===== config.mk =====
export PLATFORM = sky130hd
export DESIGN_NAME = piece_offsets
export DESIGN_NICKNAME = d
export VERILOG_FILES = /design/src/chess_pkg.sv /design/src/piece_offsets.sv
export SDC_FILE = /design/constraint.sdc
export NUM_CORES = 1
export LEC_CHECK = 0
export BUFFER_PORTS_ARGS = -buffer_cell sky130_fd_sc_hd__buf_2
export CAP_MARGIN = 20
export CORE_AREA = 2 2 39 41
export DETAILED_ROUTE_END_ITERATION = 10
export DIE_AREA = 0 0 41 43
export PLACE_DENSITY = 0.71
export SYNTH_ARGS = -nofsm -noshare
export SYNTH_HDL_FRONTEND = slang
export SYNTH_SLANG_ARGS = --single-unit
export TNS_END_PERCENT = 20

===== constraint.sdc =====
create_clock -name vclk -period 1.4
set_input_delay 0.07 -clock vclk [all_inputs]
set_output_delay 0.07 -clock vclk [all_outputs]
set_load 0.01 [all_outputs]

===== src/chess_pkg.sv =====
package chess_pkg;

   localparam int piece_width = 4;
   localparam int board_width = 64 * piece_width;
   localparam int max_moves = 256;
   localparam int black_bit = 3;   // colour flag within a square code

   typedef logic [piece_width-1:0] piece_t;
   typedef logic [2:0] kind_t;
   typedef logic [board_width-1:0] board_t;

   // signed so a step off either edge stays visible
   typedef logic signed [4:0] coord_t;
   typedef logic signed [2:0] step_t;

   typedef logic [$clog2(max_moves)-1:0] move_index_t;
   typedef logic [$clog2(max_moves):0] move_count_t;   // 0 .. max_moves

   localparam kind_t kind_empty = 3'd0;
   localparam kind_t kind_king = 3'd1;
   localparam kind_t kind_queen = 3'd2;
   localparam kind_t kind_rook = 3'd3;
   localparam kind_t kind_bishop = 3'd4;
   localparam kind_t kind_knight = 3'd5;
   localparam kind_t kind_pawn = 3'd6;

   typedef enum logic [2:0]
   {
      walk_idle,
      walk_square,
      walk_dir_start,
      walk_ray_step,
      walk_hop_step,
      walk_next_square,
      walk_done
   } walk_state_t;

endpackage


===== src/piece_offsets.sv =====
module piece_offsets (
   input  chess_pkg::kind_t piece_kind,
   input  logic [2:0]       dir_index,
   output chess_pkg::step_t row_step,
   output chess_pkg::step_t col_step,
   output logic [3:0]       dir_count,
   output logic             sliding
);
   import chess_pkg::*;

   always_comb
   begin
      {row_step, col_step} = '0;
      dir_count = 4'd0;
      sliding = 1'b0;
      case (piece_kind)
         kind_king, kind_queen:
         begin
            dir_count = 4'd8;
            sliding = (piece_kind == kind_queen);   // king takes one step
            case (dir_index)
               3'd0: {row_step, col_step} = {-3'sd1, -3'sd1};
               3'd1: {row_step, col_step} = {-3'sd1, 3'sd0};
               3'd2: {row_step, col_step} = {-3'sd1, 3'sd1};
               3'd3: {row_step, col_step} = {3'sd0, -3'sd1};
               3'd4: {row_step, col_step} = {3'sd0, 3'sd1};
               3'd5: {row_step, col_step} = {3'sd1, -3'sd1};
               3'd6: {row_step, col_step} = {3'sd1, 3'sd0};
               default: {row_step, col_step} = {3'sd1, 3'sd1};
            endcase
         end
         kind_rook:
         begin
            dir_count = 4'd4;
            sliding = 1'b1;
            case (dir_index)
               3'd0: {row_step, col_step} = {3'sd0, 3'sd1};
               3'd1: {row_step, col_step} = {3'sd0, -3'sd1};
               3'd2: {row_step, col_step} = {3'sd1, 3'sd0};
               default: {row_step, col_step} = {-3'sd1, 3'sd0};
            endcase
         end
         kind_bishop:
         begin
            dir_count = 4'd4;
            sliding = 1'b1;
            case (dir_index)
               3'd0: {row_step, col_step} = {3'sd1, 3'sd1};
               3'd1: {row_step, col_step} = {3'sd1, -3'sd1};
               3'd2: {row_step, col_step} = {-3'sd1, 3'sd1};
               default: {row_step, col_step} = {-3'sd1, -3'sd1};
            endcase
         end
         kind_knight:
         begin
            dir_count = 4'd8;
            case (dir_index)
               3'd0: {row_step, col_step} = {-3'sd2, -3'sd1};
               3'd1: {row_step, col_step} = {-3'sd1, -3'sd2};
               3'd2: {row_step, col_step} = {3'sd1, -3'sd2};
               3'd3: {row_step, col_step} = {3'sd2, -3'sd1};
               3'd4: {row_step, col_step} = {3'sd2, 3'sd1};
               3'd5: {row_step, col_step} = {3'sd1, 3'sd2};
               3'd6: {row_step, col_step} = {-3'sd1, 3'sd2};
               default: {row_step, col_step} = {-3'sd2, 3'sd1};
            endcase
         end
         kind_empty, kind_pawn: dir_count = 4'd0;   // pawns only block
         default: dir_count = 4'd0;
      endcase
   end

endmodule


==> impl_metrics.tcl <==
set metrics [dict create \
    area_growth_pct 4.69 \
    dieArea_um2 1760 \
    rsz0062_at_grt "false" \
    fin_nets 91 \
    synth_area_leader_cell "o21ai_0" \
    grt_start_max_net_pins 20 \
    yosysMostFrequentCell "nand2_1" \
    final_layout_size_suffix_gt1_frac 0.253 \
    postPlaceCellArea_um2 503 \
    routed-via-count 519 \
    fin_crit_ns 1.24 \
    startpoint_type "primary input" \
    core-area_um2 1380 \
    drc_errors 0 \
    routed_wl_mm 1.09 \
    cts_hold_buf 0 \
    yosys.cell_types.count 30 \
    drt_first_pass_iters 4 \
    fillCellCount 155 \
    crit_type "in2out" \
    finalPower_mw 0.178 \
    status "complete, no violations" \
    vias_per_cell 5.24 \
    clock.fmax_ghz 0.806 \
    arrival_ns 1.17 \
    synth.top_cell.area_share 0.0938 \
    design_area_um2 503 \
    cp_cell_sequence "buf_2 > inv_1 > or3_1 > o21ai_0 > a221oi_1 > buf_2" \
    setup_tns_ns 0 \
    ir_worst_vdd_v 0.000104 \
    die_h_um 43 \
    critPathMostFrequentCell "buf_2" \
    syn_area_per_cell_um2 6.24 \
    syn-instance-count 77 \
    syn_area_um2 480 \
    antenna_found_initial 0 \
    drv_slew 0 \
    total_leakage_power_nw 0.216 \
    min_path_type "in2out" \
    place_congestion 0.869 \
    post_cts_buffers 0 \
    grt_first_pass_wirelength_mm 1.68 \
    ios 17 \
    regArea_um2 0 \
    setup_violations 0 \
    die_w_um 41 \
    design.seq.count 0 \
    powerDensity_nw_per_um2 354 \
    yosys_warnings 0 \
    cap_violations 0 \
    slowest_stage "or3_1" \
    routedWlPerCell_um 11.0 \
    synth.area.top_cells "o21ai_0 9.4%, a21oi_1 8.3%, nand2_1 7.8%" \
    period_share 0.886 \
    nClkBuffers 0 \
    grt_pass1_vias 367 \
    final_util 0.363 \
    grt_usage 0.125 \
    diodes 0 \
    synthTopCellsByCount "10 x nand2_1, 9 x o21ai_0, 8 x a21oi_1, 8 x nor2_1, 4 x buf_2" \
    initial_core_util 0.347 \
    num_rows 14 \
    cp.required_ns 1.33 \
    dp_hpwl_um 824 \
    path_max_fanout 16 \
    overflow 0 \
    yosysSeqAreaShare 0 \
    slowest_delay_ns 0.37 \
    ctsResizeCount 0 \
    finalHoldViolCount 0 \
    initialDrtViolationCount 9 \
    final_antenna_net_count 0 \
    portBuffers 15 \
    cp-end-kind "output port" \
]
cell type report:
| class | count | area, um2 | share of cell area |
|---|---|---|---|
| timing repair buffer | 15 | 75.1 | 0.149 |
| tap | 16 | 20.0 | 0.0398 |
| multi-input combinational | 66 | 400 | 0.796 |
| inverter | 2 | 7.51 | 0.0149 |
cells in the final DEF, fill, tap and decap left out, drive strengths merged:
| cell | netlist | layout |
|---|---|---|
| nor3 | 2 | 2 |
| a2bb2oi | 1 | 1 |
| or2b | 1 | 1 |
| nor3b | 1 | 1 |
| nor2b | 3 | 3 |
| nand3b | 2 | 2 |
| a22oi | 1 | 1 |
| a311oi | 1 | 1 |
| a211o | 1 | 1 |
| xor2 | 1 | 1 |
| nand2b | 3 | 3 |
| conb | 1 | 2 |
| a221oi | 1 | 1 |
| o21ai | 9 | 9 |
| o22ai | 1 | 1 |
| nor2 | 8 | 8 |
| nand2 | 10 | 10 |
| or3 | 3 | 3 |
| o21a | 1 | 1 |
| a21oi | 9 | 9 |
| a21o | 1 | 1 |
| inv | 2 | 2 |
| buf | 10 | 15 |
| xnor2 | 1 | 1 |
| a22o | 1 | 1 |
| o221ai | 2 | 2 |
per-stage QoR:
step / cells / hold slack, ns / setup WS (ns)
4_1_cts: 99 / 0.602 / 0.172
6_report: 99 / 0.599 / 0.160
3_5_place_dp: 99 / 0.597 / 0.176
5_1_grt: 99 / 0.654 / 0.0693
3_3_place_gp: 99 / 0.606 / 0.182
2_1_floorplan: 78 / 0.348 / 0.399
worst paths after layout:
kind / startpoint / end / slack (ns) / cells past startpoint
worst max-delay path: dir_index[2] / row_step[0] / 0.16 / 6
worst min-delay path: piece_kind[1] / col_step[1] / 0.60 / 3
power by group:
group | leakage [nW] | internal [mW] | switching (mW)
Combinational | 0.216 | 0.0717 | 0.106
Clock | 0 | 0 | 0
Sequential | 0 | 0 | 0
logic make-up after synthesis:
kind of cell / after synthesis / share of synthesized area
AO/OA/AOI/OAI: 29 / 0.419
AND/OR/NAND/NOR: 33 / 0.346
buffers and inverters: 12 / 0.174
XOR/XNOR: 2 / 0.0521
other: 1 / 0.00781
worst max-delay path, delay by kind of cell:
kind | cells | cell delay, ns
AND/OR/NAND/NOR | 1 | 0.37
buffers and inverters | 3 | 0.51
AO/OA/AOI/OAI | 2 | 0.22
per-layer routing:
layer / part of all wire / global-route usage
met5: 0 / 0
met4: 0 / 0
met3: 0.053 / 0
met2: 0.43 / 0.178
met1: 0.51 / 0.216
Power figures use the tool's default switching activity.
