`config.mk`:
```
export PLATFORM = sky130hd
export DESIGN_NAME = move_walker
export DESIGN_NICKNAME = d
export VERILOG_FILES = /design/src/chess_pkg.sv /design/src/move_walker.sv
export SDC_FILE = /design/constraint.sdc
export NUM_CORES = 1
export LEC_CHECK = 0
export ABC_AREA = 0
export BUFFER_PORTS_ARGS = -buffer_cell sky130_fd_sc_hd__buf_2
export CAP_MARGIN = 20
export CORE_MARGIN = 10
export CORE_UTILIZATION = 24
export DETAILED_ROUTE_END_ITERATION = 12
export SYNTH_ARGS = -nofsm -noshare
export SYNTH_HDL_FRONTEND = slang
export SYNTH_SLANG_ARGS = --single-unit
```
`constraint.sdc`:
```
create_clock -name clk -period 13.8 [get_ports clk]
set_input_delay 1.38 -clock clk [delete_from_list [all_inputs] [get_ports clk]]
set_output_delay 1.38 -clock clk [all_outputs]
set_load 0.02 [all_outputs]
```
`src/chess_pkg.sv`:
```
package chess_pkg;

   localparam int piece_width = 4;
   localparam int board_width = 64 * piece_width;
   localparam int max_moves = 256;
   localparam int black_bit = 3;   // colour flag within a square code

   typedef logic [piece_width-1:0] piece_t;
   typedef logic [2:0] kind_t;
   typedef logic [board_width-1:0] board_t;

   // signed so a step off either edge stays visible
   typedef logic signed [4:0] coord_t;
   typedef logic signed [2:0] step_t;

   typedef logic [$clog2(max_moves)-1:0] move_index_t;
   typedef logic [$clog2(max_moves):0] move_count_t;   // 0 .. max_moves

   localparam kind_t kind_empty = 3'd0;
   localparam kind_t kind_king = 3'd1;
   localparam kind_t kind_queen = 3'd2;
   localparam kind_t kind_rook = 3'd3;
   localparam kind_t kind_bishop = 3'd4;
   localparam kind_t kind_knight = 3'd5;
   localparam kind_t kind_pawn = 3'd6;

   typedef enum logic [2:0]
   {
      walk_idle,
      walk_square,
      walk_dir_start,
      walk_ray_step,
      walk_hop_step,
      walk_next_square,
      walk_done
   } walk_state_t;

endpackage

```
`src/move_walker.sv`:
```
module move_walker (
   input  logic               clk,
   input  logic               reset,
   input  logic               board_valid,
   input  chess_pkg::board_t  board_in,
   input  logic               white_to_move_in,
   input  logic               clear_moves,
   output chess_pkg::kind_t   piece_kind,
   output logic [2:0]         dir_index,
   input  chess_pkg::step_t   row_step,
   input  chess_pkg::step_t   col_step,
   input  logic [3:0]         dir_count,
   input  logic               sliding,
   output logic               clear_count,
   output logic               side_white,
   output logic               move_wr,
   output chess_pkg::board_t  move_board,
   output logic               move_capture,
   output logic               moves_ready
);
   import chess_pkg::*;

   walk_state_t state;
   board_t      board;
   logic [5:0]  sq;          // origin, row in bits 5:3
   logic [3:0]  dir_num;
   coord_t      org_row;
   coord_t      org_col;
   coord_t      tgt_row;
   coord_t      tgt_col;
   logic [5:0]  tgt_sq;
   piece_t      sq_piece;
   piece_t      tgt_piece;
   logic        tgt_empty;
   logic        on_board;
   logic        open_target;
   board_t      edited;

   assign org_row = coord_t'({2'b00, sq[5:3]});
   assign org_col = coord_t'({2'b00, sq[2:0]});
   assign sq_piece = board[sq*piece_width +: piece_width];
   assign piece_kind = sq_piece[2:0];
   assign dir_index = dir_num[2:0];

   assign tgt_sq = {tgt_row[2:0], tgt_col[2:0]};
   assign tgt_piece = board[tgt_sq*piece_width +: piece_width];
   assign tgt_empty = (tgt_piece[2:0] == kind_empty);
   // 0..7 is the only range with the top two bits clear
   assign on_board = (tgt_row[4:3] == 2'b00) && (tgt_col[4:3] == 2'b00);
   assign open_target = on_board && (tgt_empty || tgt_piece[black_bit] == side_white);

   always_comb
   begin
      edited = board;
      edited[sq*piece_width +: piece_width] = '0;
      edited[tgt_sq*piece_width +: piece_width] = sq_piece;
   end

   // payload follows the target every cycle, move_wr qualifies it
   always_ff @(posedge clk)
   begin
      move_board <= edited;
      move_capture <= !tgt_empty;
   end

   always_ff @(posedge clk)
   begin
      if (reset)
      begin
         state <= walk_idle;
         moves_ready <= 1'b0;
         move_wr <= 1'b0;
         clear_count <= 1'b0;
      end
      else
      begin
         move_wr <= 1'b0;
         clear_count <= 1'b0;
         case (state)
            walk_idle:
               if (board_valid)
               begin
                  board <= board_in;
                  side_white <= white_to_move_in;
                  clear_count <= 1'b1;   // restart the store count
                  sq <= 6'd0;
                  state <= walk_square;
               end
            walk_square:
            begin
               dir_num <= 4'd0;
               // skip empty, opponent and non-moving pieces
               if (piece_kind == kind_empty || sq_piece[black_bit] == side_white ||
                   dir_count == 4'd0)
                  state <= walk_next_square;
               else
                  state <= walk_dir_start;
            end
            walk_dir_start:
               if (dir_num < dir_count)
               begin
                  tgt_row <= org_row + row_step;
                  tgt_col <= org_col + col_step;
                  state <= sliding ? walk_ray_step : walk_hop_step;
               end
               else
                  state <= walk_next_square;
            walk_ray_step:
            begin
               move_wr <= open_target;
               if (open_target && tgt_empty)
               begin
                  tgt_row <= tgt_row + row_step;   // keep sliding
                  tgt_col <= tgt_col + col_step;
               end
               else
               begin
                  dir_num <= dir_num + 4'd1;
                  state <= walk_dir_start;
               end
            end
            walk_hop_step:
            begin
               move_wr <= open_target;
               dir_num <= dir_num + 4'd1;
               state <= walk_dir_start;
            end
            walk_next_square:
            begin
               sq <= sq + 6'd1;
               if (sq == 6'd63)
               begin
                  moves_ready <= 1'b1;   // last write already landed
                  state <= walk_done;
               end
               else
                  state <= walk_square;
            end
            walk_done:
               if (clear_moves)
               begin
                  moves_ready <= 1'b0;
                  state <= walk_idle;
               end
            default: state <= walk_idle;
         endcase
      end
   end

endmodule

```
==> results of run 1 <==
critical path, cell delays in order, from the launching register on:
cell      delay, ns
edfxtp_1       0.32
buf_4          0.43
buf_4          0.64
mux4_2         0.38
mux2i_1        0.08
mux2i_1        0.33
a211oi_1       0.12
a21oi_1        0.72
buf_2          0.34
path summary, 6_finish.rpt:
kind | start | endpoint | slack (ns) | cells after the start
max | sq[1]$_SDFFCE_PP0P_ | piece_kind[2] | 8.36 | 8
min | board[219]$_DFFE_PP_ | move_board[219]$_DFF_P_ | 0.53 | 1
max reg2reg | sq[1]$_SDFFCE_PP0P_ | move_board[154]$_DFF_P_ | 9.37 | 9
min reg2reg | board[219]$_DFFE_PP_ | move_board[219]$_DFF_P_ | 0.53 | 1
flip-flops by register name, summed over array words and instances, names as in the netlist:
signal	cells
clear_count	1
dir_num	4
sq	6
moves_ready	1
tgt_col	5
side_white	1
state	3
move_wr	1
move_board	256
tgt_row	5
move_capture	1
board	256
power breakdown:
part | total [W] | switching [W] | internal [W]
clock network | 0.00163 | 0.000696 | 0.000934
registers | 0.00222 | 0.000229 | 0.00199
logic | 0.00137 | 0.000943 | 0.000429
total | 0.00522 | 0.00187 | 0.00335
routing by layer:
| layer | wire length, um | share of wire [%] | vias to the layer above |
|---|---|---|---|
| li1 | - | - | 7784 |
| met1 | 43100 | 38 | 9116 |
| met2 | 52900 | 46 | 1210 |
| met3 | 13100 | 11 | 286 |
| met4 | 5530 | 4.8 | 46 |
| met5 | 270 | 0.24 | - |
per-stage QoR:
| stage | hold WS [ns] | power [W] | cells | area (um^2) | util (%) |
|---|---|---|---|---|---|
| after global routing | 0.539 | 0.00538 | 3566 | 28200 | 30.7 |
| after CTS | 0.523 | 0.00523 | 3562 | 28200 | 30.7 |
| after detailed placement | 0.510 | 0.00360 | 3450 | 26200 | 28.5 |
| after global placement | 0.501 | 0.00359 | 3448 | 26200 | 28.5 |
| final | 0.525 | 0.00522 | 3572 | 28200 | 30.7 |
| after floorplan | 0.473 | 0.00295 | 1741 | 22200 | - |
final cells by class:
cell class | count | share of cell area (%)
inverters | 33 | 0.439
well taps | 1243 | 5.52
multi-input cells | 1069 | 28.4
repair buffers | 565 | 10.3
clock inverters | 30 | 1.04
diodes | 10 | 0.0888
clock buffers | 82 | 5.98
flip-flops and latches | 540 | 48.2
cell usage in the layout (no fill, tap or decap), types with 13 or more instances in the layout:
| cell | instances |
|---|---|
| dfxtp_1 | 263 |
| o21ai_0 | 80 |
| mux4_2 | 86 |
| clkbuf_1 | 14 |
| clkbuf_16 | 62 |
| ha_1 | 17 |
| a22oi_1 | 13 |
| edfxtp_1 | 277 |
| nand2_1 | 187 |
| a31oi_1 | 37 |
| mux2i_1 | 14 |
| nor4_1 | 31 |
| nor3_1 | 53 |
| buf_2 | 538 |
| buf_4 | 25 |
| nor2_1 | 98 |
| a22o_1 | 134 |
| nand3_1 | 46 |
| xnor2_1 | 13 |
| inv_1 | 31 |
| a32o_1 | 24 |
| o22ai_1 | 29 |
| a21oi_1 | 48 |
| nor2b_1 | 13 |
cell families after synthesis:
| group | share of synthesized area [%] |
|---|---|
| fa+ha+maj | 1.14 |
| mux | 9.71 |
| buf+inv | 3.02 |
| compound gates | 13.6 |
| simple gates | 10.4 |
| xor+xnor | 0.946 |
| flops | 61.2 |
==> results.json, run 1 <==
{
  "status": "completed",
  "vias_per_cell": 5.16,
  "cp.required_ns": 12.42,
  "drv_slew": 0,
  "vdd_drop_max_mv": 0.0870,
  "met3_usage_pct": 7.79,
  "synth_cell_types": 67,
  "p_leak_nw": 11.1,
  "root_buffer": "clkbuf_16",
  "grt_max_degree": 126,
  "max_freq_mhz": 184,
  "yosysTopAreaCell": "edfxtp_1",
  "htreeDepth": 2,
  "worstMarginPinSlew_ns": 1.26,
  "wl_per_cell_um": 32.1,
  "cts_resized": 0,
  "synth_top_area_share_pct": 37.5,
  "multi_input_area_um2": 8020,
  "insertion_delay_ns": 0.65,
  "synth_commonest_cells": "277 x edfxtp_1, 263 x dfxtp_1, 187 x nand2_1",
  "synth_cells": 1741,
  "synth_edf_count": 277,
  "wl_mm": 115,
  "post_cts_buffers": 0,
  "yosys_warnings": 0,
  "start_util_pct": 24.2,
  "grt_use_total_pct": 20.9,
  "ys_ff_latch": 540,
  "setup_viol": 0,
  "antenna_found_initial": 46,
  "fin_ws_ns": 8.36,
  "synthArstFlopShare_pct": 0,
  "grt_pass1_vias": 18300,
  "die_area_um2": 105000,
  "min_period_over_period_pct": 39.4,
  "preCtsSetupSlack_ns": 9.17,
  "synth.area.top_cells": "edfxtp_1 37%, dfxtp_1 24%, mux4_2 8.7%",
  "top_usage_layer": "met2",
  "slew_headroom_pct": 16.0,
  "cap_violations": 0,
  "fillCellCount": 9380,
  "clock-sinks": 540,
  "die_x_um": 324,
  "met1_usage_pct": 24.6,
  "skew_ns": 0.0282,
  "cts.clk_slew.worst_paths_ns": 0.06,
  "area_delta_synth_final_pct": 27.0,
  "rows": 111,
  "cts_tree": "done",
  "ys_dominant_reg_cell": "edfxtp_1",
  "overflow": 0,
  "regArea_um2": 13600,
  "cts_hold_buf": 0,
  "synth_area_um2": 22200,
  "first_iter_violations": 1991,
  "cts_buffer_depth": 3,
  "drt-pass1-iter-count": 6,
  "drive_gt1_share_pct": 33.9,
  "io_buffers": 538,
  "ys_seq_area_share_pct": 61.2,
  "pin_count": 539,
  "cp_max_fo": 43,
  "hold_viol_final": 0,
  "finalNetCount": 2559,
  "globalplace.congestion": 0.900,
  "postRouteAntennaNets": 0,
  "synth_nets": 2032,
  "grt_pass1_wl_mm": 151,
  "rsz0062_at_grt": "false",
  "min_period_ns": 5.44,
  "drcViolationCount": 0,
  "crit_arrival_ns": 4.06,
  "end_kind": "output pin",
  "path_class": "flip-flop to output pin",
  "die_h_um": 324,
  "num_vias": 18400,
  "numCtsBuffers": 59,
  "groute.layer.met2.usage_pct": 33.5,
  "core_area_um2": 91800,
  "synth_most_common_cell": "edfxtp_1",
  "power_density_nw_per_um2": 185,
  "fin_tns_setup_ns": 0,
  "synth.avg_cell_area_um2": 12.8,
  "dpl.hpwl_mm": 89.3,
  "cp-start-kind": "flip-flop",
  "hp-class": "flip-flop to flip-flop"
}
Note: power is estimated with default switching activity, not from simulation.
==> run 2, diff against run 1 <==
==> constraint.sdc (replaced) <==
create_clock -name clk -period 5.5 [get_ports clk]
set_input_delay 0.55 -clock clk [delete_from_list [all_inputs] [get_ports clk]]
set_output_delay 0.55 -clock clk [all_outputs]
set_load 0.02 [all_outputs]
==> results.json, run 2 (synthesis gave the netlist of run 1 again) <==
{
  "status": "completed",
  "layoutNonFillerInstCount": 3585,
  "mostFrequentLayoutCells": "539 x buf_2, 277 x edfxtp_1, 263 x dfxtp_1",
  "drive_gt1_share_pct": 34.3,
  "pin_count": 539,
  "vias_per_cell": 5.16,
  "cts_resized": 0,
  "dpl.hpwl_mm": 91.2,
  "cp-start-kind": "flip-flop",
  "power_density_nw_per_um2": 469,
  "timing.rr.end": "move_board[139]$_DFF_P_",
  "fin_tns_setup_ns": 0,
  "numCtsBuffers": 58,
  "io_buffers": 538,
  "holdPathEnd": "board[223]$_DFFE_PP_",
  "reg_top3": "board: 256 flops, move_board: 256 flops, sq: 6 flops",
  "grt_pass1_vias": 18600,
  "cts_buffer_depth": 3,
  "hp-class": "input pin to flip-flop",
  "met3_usage_pct": 6.93,
  "cp_max_fo": 14,
  "reg2reg_from": "tgt_col[0]$_DFFE_PP_",
  "min_from": "board_in[223]",
  "rr_worst_depth": 9,
  "start_util_pct": 24.2,
  "top_usage_layer": "met2",
  "die_x_um": 324,
  "drcViolationCount": 0,
  "cap_violations": 0,
  "groute.layer.met2.usage_pct": 34.3,
  "path_class": "flip-flop to flip-flop",
  "preCtsSetupSlack_ns": 1.31,
  "rows": 111,
  "clock-sinks": 540,
  "cp-startpoint": "tgt_col[0]$_DFFE_PP_",
  "cp.required_ns": 6.00,
  "vdd_drop_max_mv": 0.236,
  "post_cts_buffers": 0,
  "skew_ns": 0.0239,
  "finalNetCount": 2572,
  "insertion_delay_ns": 0.64,
  "drv_slew": 0,
  "overflow": 0,
  "p_leak_nw": 11.2,
  "setup_viol": 0,
  "rsz0062_at_grt": "false",
  "drt-pass1-iter-count": 5,
  "postRouteAntennaNets": 0,
  "max_freq_mhz": 230,
  "hold_viol_final": 0,
  "num_vias": 18500,
  "cts_hold_buf": 0,
  "worstMarginPinSlew_ns": 1.20,
  "fin_ws_ns": 1.16,
  "core_area_um2": 91800,
  "wl_mm": 116,
  "final_common_cell": "buf_2",
  "end_kind": "flip-flop",
  "first_iter_violations": 2040,
  "crit_arrival_ns": 4.84,
  "met1_usage_pct": 25.4,
  "grt_max_degree": 89,
  "area_delta_synth_final_pct": 28.1,
  "grt_pass1_wl_mm": 154,
  "dp_cells": 3464,
  "wl_per_cell_um": 32.4,
  "root_buffer": "clkbuf_16",
  "antenna_found_initial": 45,
  "grt_use_total_pct": 21.1,
  "min_period_over_period_pct": 78.9,
  "min_period_ns": 4.34,
  "cts.clk_slew.worst_paths_ns": 0.07,
  "slew_headroom_pct": 20.1,
  "die_h_um": 324,
  "fin_area_um2": 28400,
  "globalplace.congestion": 0.973,
  "hold_depth": 1,
  "cts_tree": "done",
  "die_area_um2": 105000,
  "place_area_um2": 26300,
  "worst-r2r-setup-slack_ns": 1.16,
  "htreeDepth": 2
}
run 2: per-stage QoR:
step / util, % / hold slack (ns) / power, W
final: 31.0 / 0.0844 / 0.0133
after CTS: 30.9 / 0.0531 / 0.0133
after global routing: 31.0 / 0.0630 / 0.0137
after detailed placement: 28.7 / 0.513 / 0.00909
after floorplan: - / 0.473 / 0.00735
after global placement: 28.7 / 0.512 / 0.00909
run 2: critical path, stage by stage, from the launching register on:
cell      delay (ns)
edfxtp_1        0.73
inv_2           0.40
ha_1            0.29
or3b_1          0.49
xor2_1          0.51
nand2b_1        0.41
or2_2           0.51
nor2_1          0.37
a31oi_1         0.19
a22o_1          0.31
run 2: report_power, final:
group | internal (W) | switching, W | leakage (nW)
Combinational | 0.00111 | 0.00237 | 5.43
Sequential | 0.00499 | 0.000611 | 4.77
Clock | 0.00249 | 0.00176 | 1.03
Total | 0.00859 | 0.00474 | 11.2
run 2: cell type report:
| class | instances | area (um^2) |
|---|---|---|
| Tap cell | 1243 | 1560 |
| Clock inverter | 28 | 287 |
| Inverter | 33 | 124 |
| Sequential cell | 540 | 13600 |
| Multi-Input combinational cell | 1069 | 8010 |
| Antenna cell | 11 | 27.5 |
| Fill cell | 9388 | 63400 |
| Timing Repair Buffer | 579 | 3050 |
| Clock buffer | 82 | 1800 |
run 2: per-layer routing:
metal	share of wire [%]	routed length [um]
met2	46	53800
met3	10	12000
met1	38	44600
met4	4.8	5600
met5	0.18	209
run 2: worst max-delay path by stage:
stage,end,cells past startpoint
2_1_floorplan,board[0]$_DFFE_PP_,3
3_3_place_gp,move_board[139]$_DFF_P_,9
3_5_place_dp,move_board[139]$_DFF_P_,9
4_1_cts,move_board[139]$_DFF_P_,9
5_1_grt,move_board[139]$_DFF_P_,9
6_report,move_board[139]$_DFF_P_,9
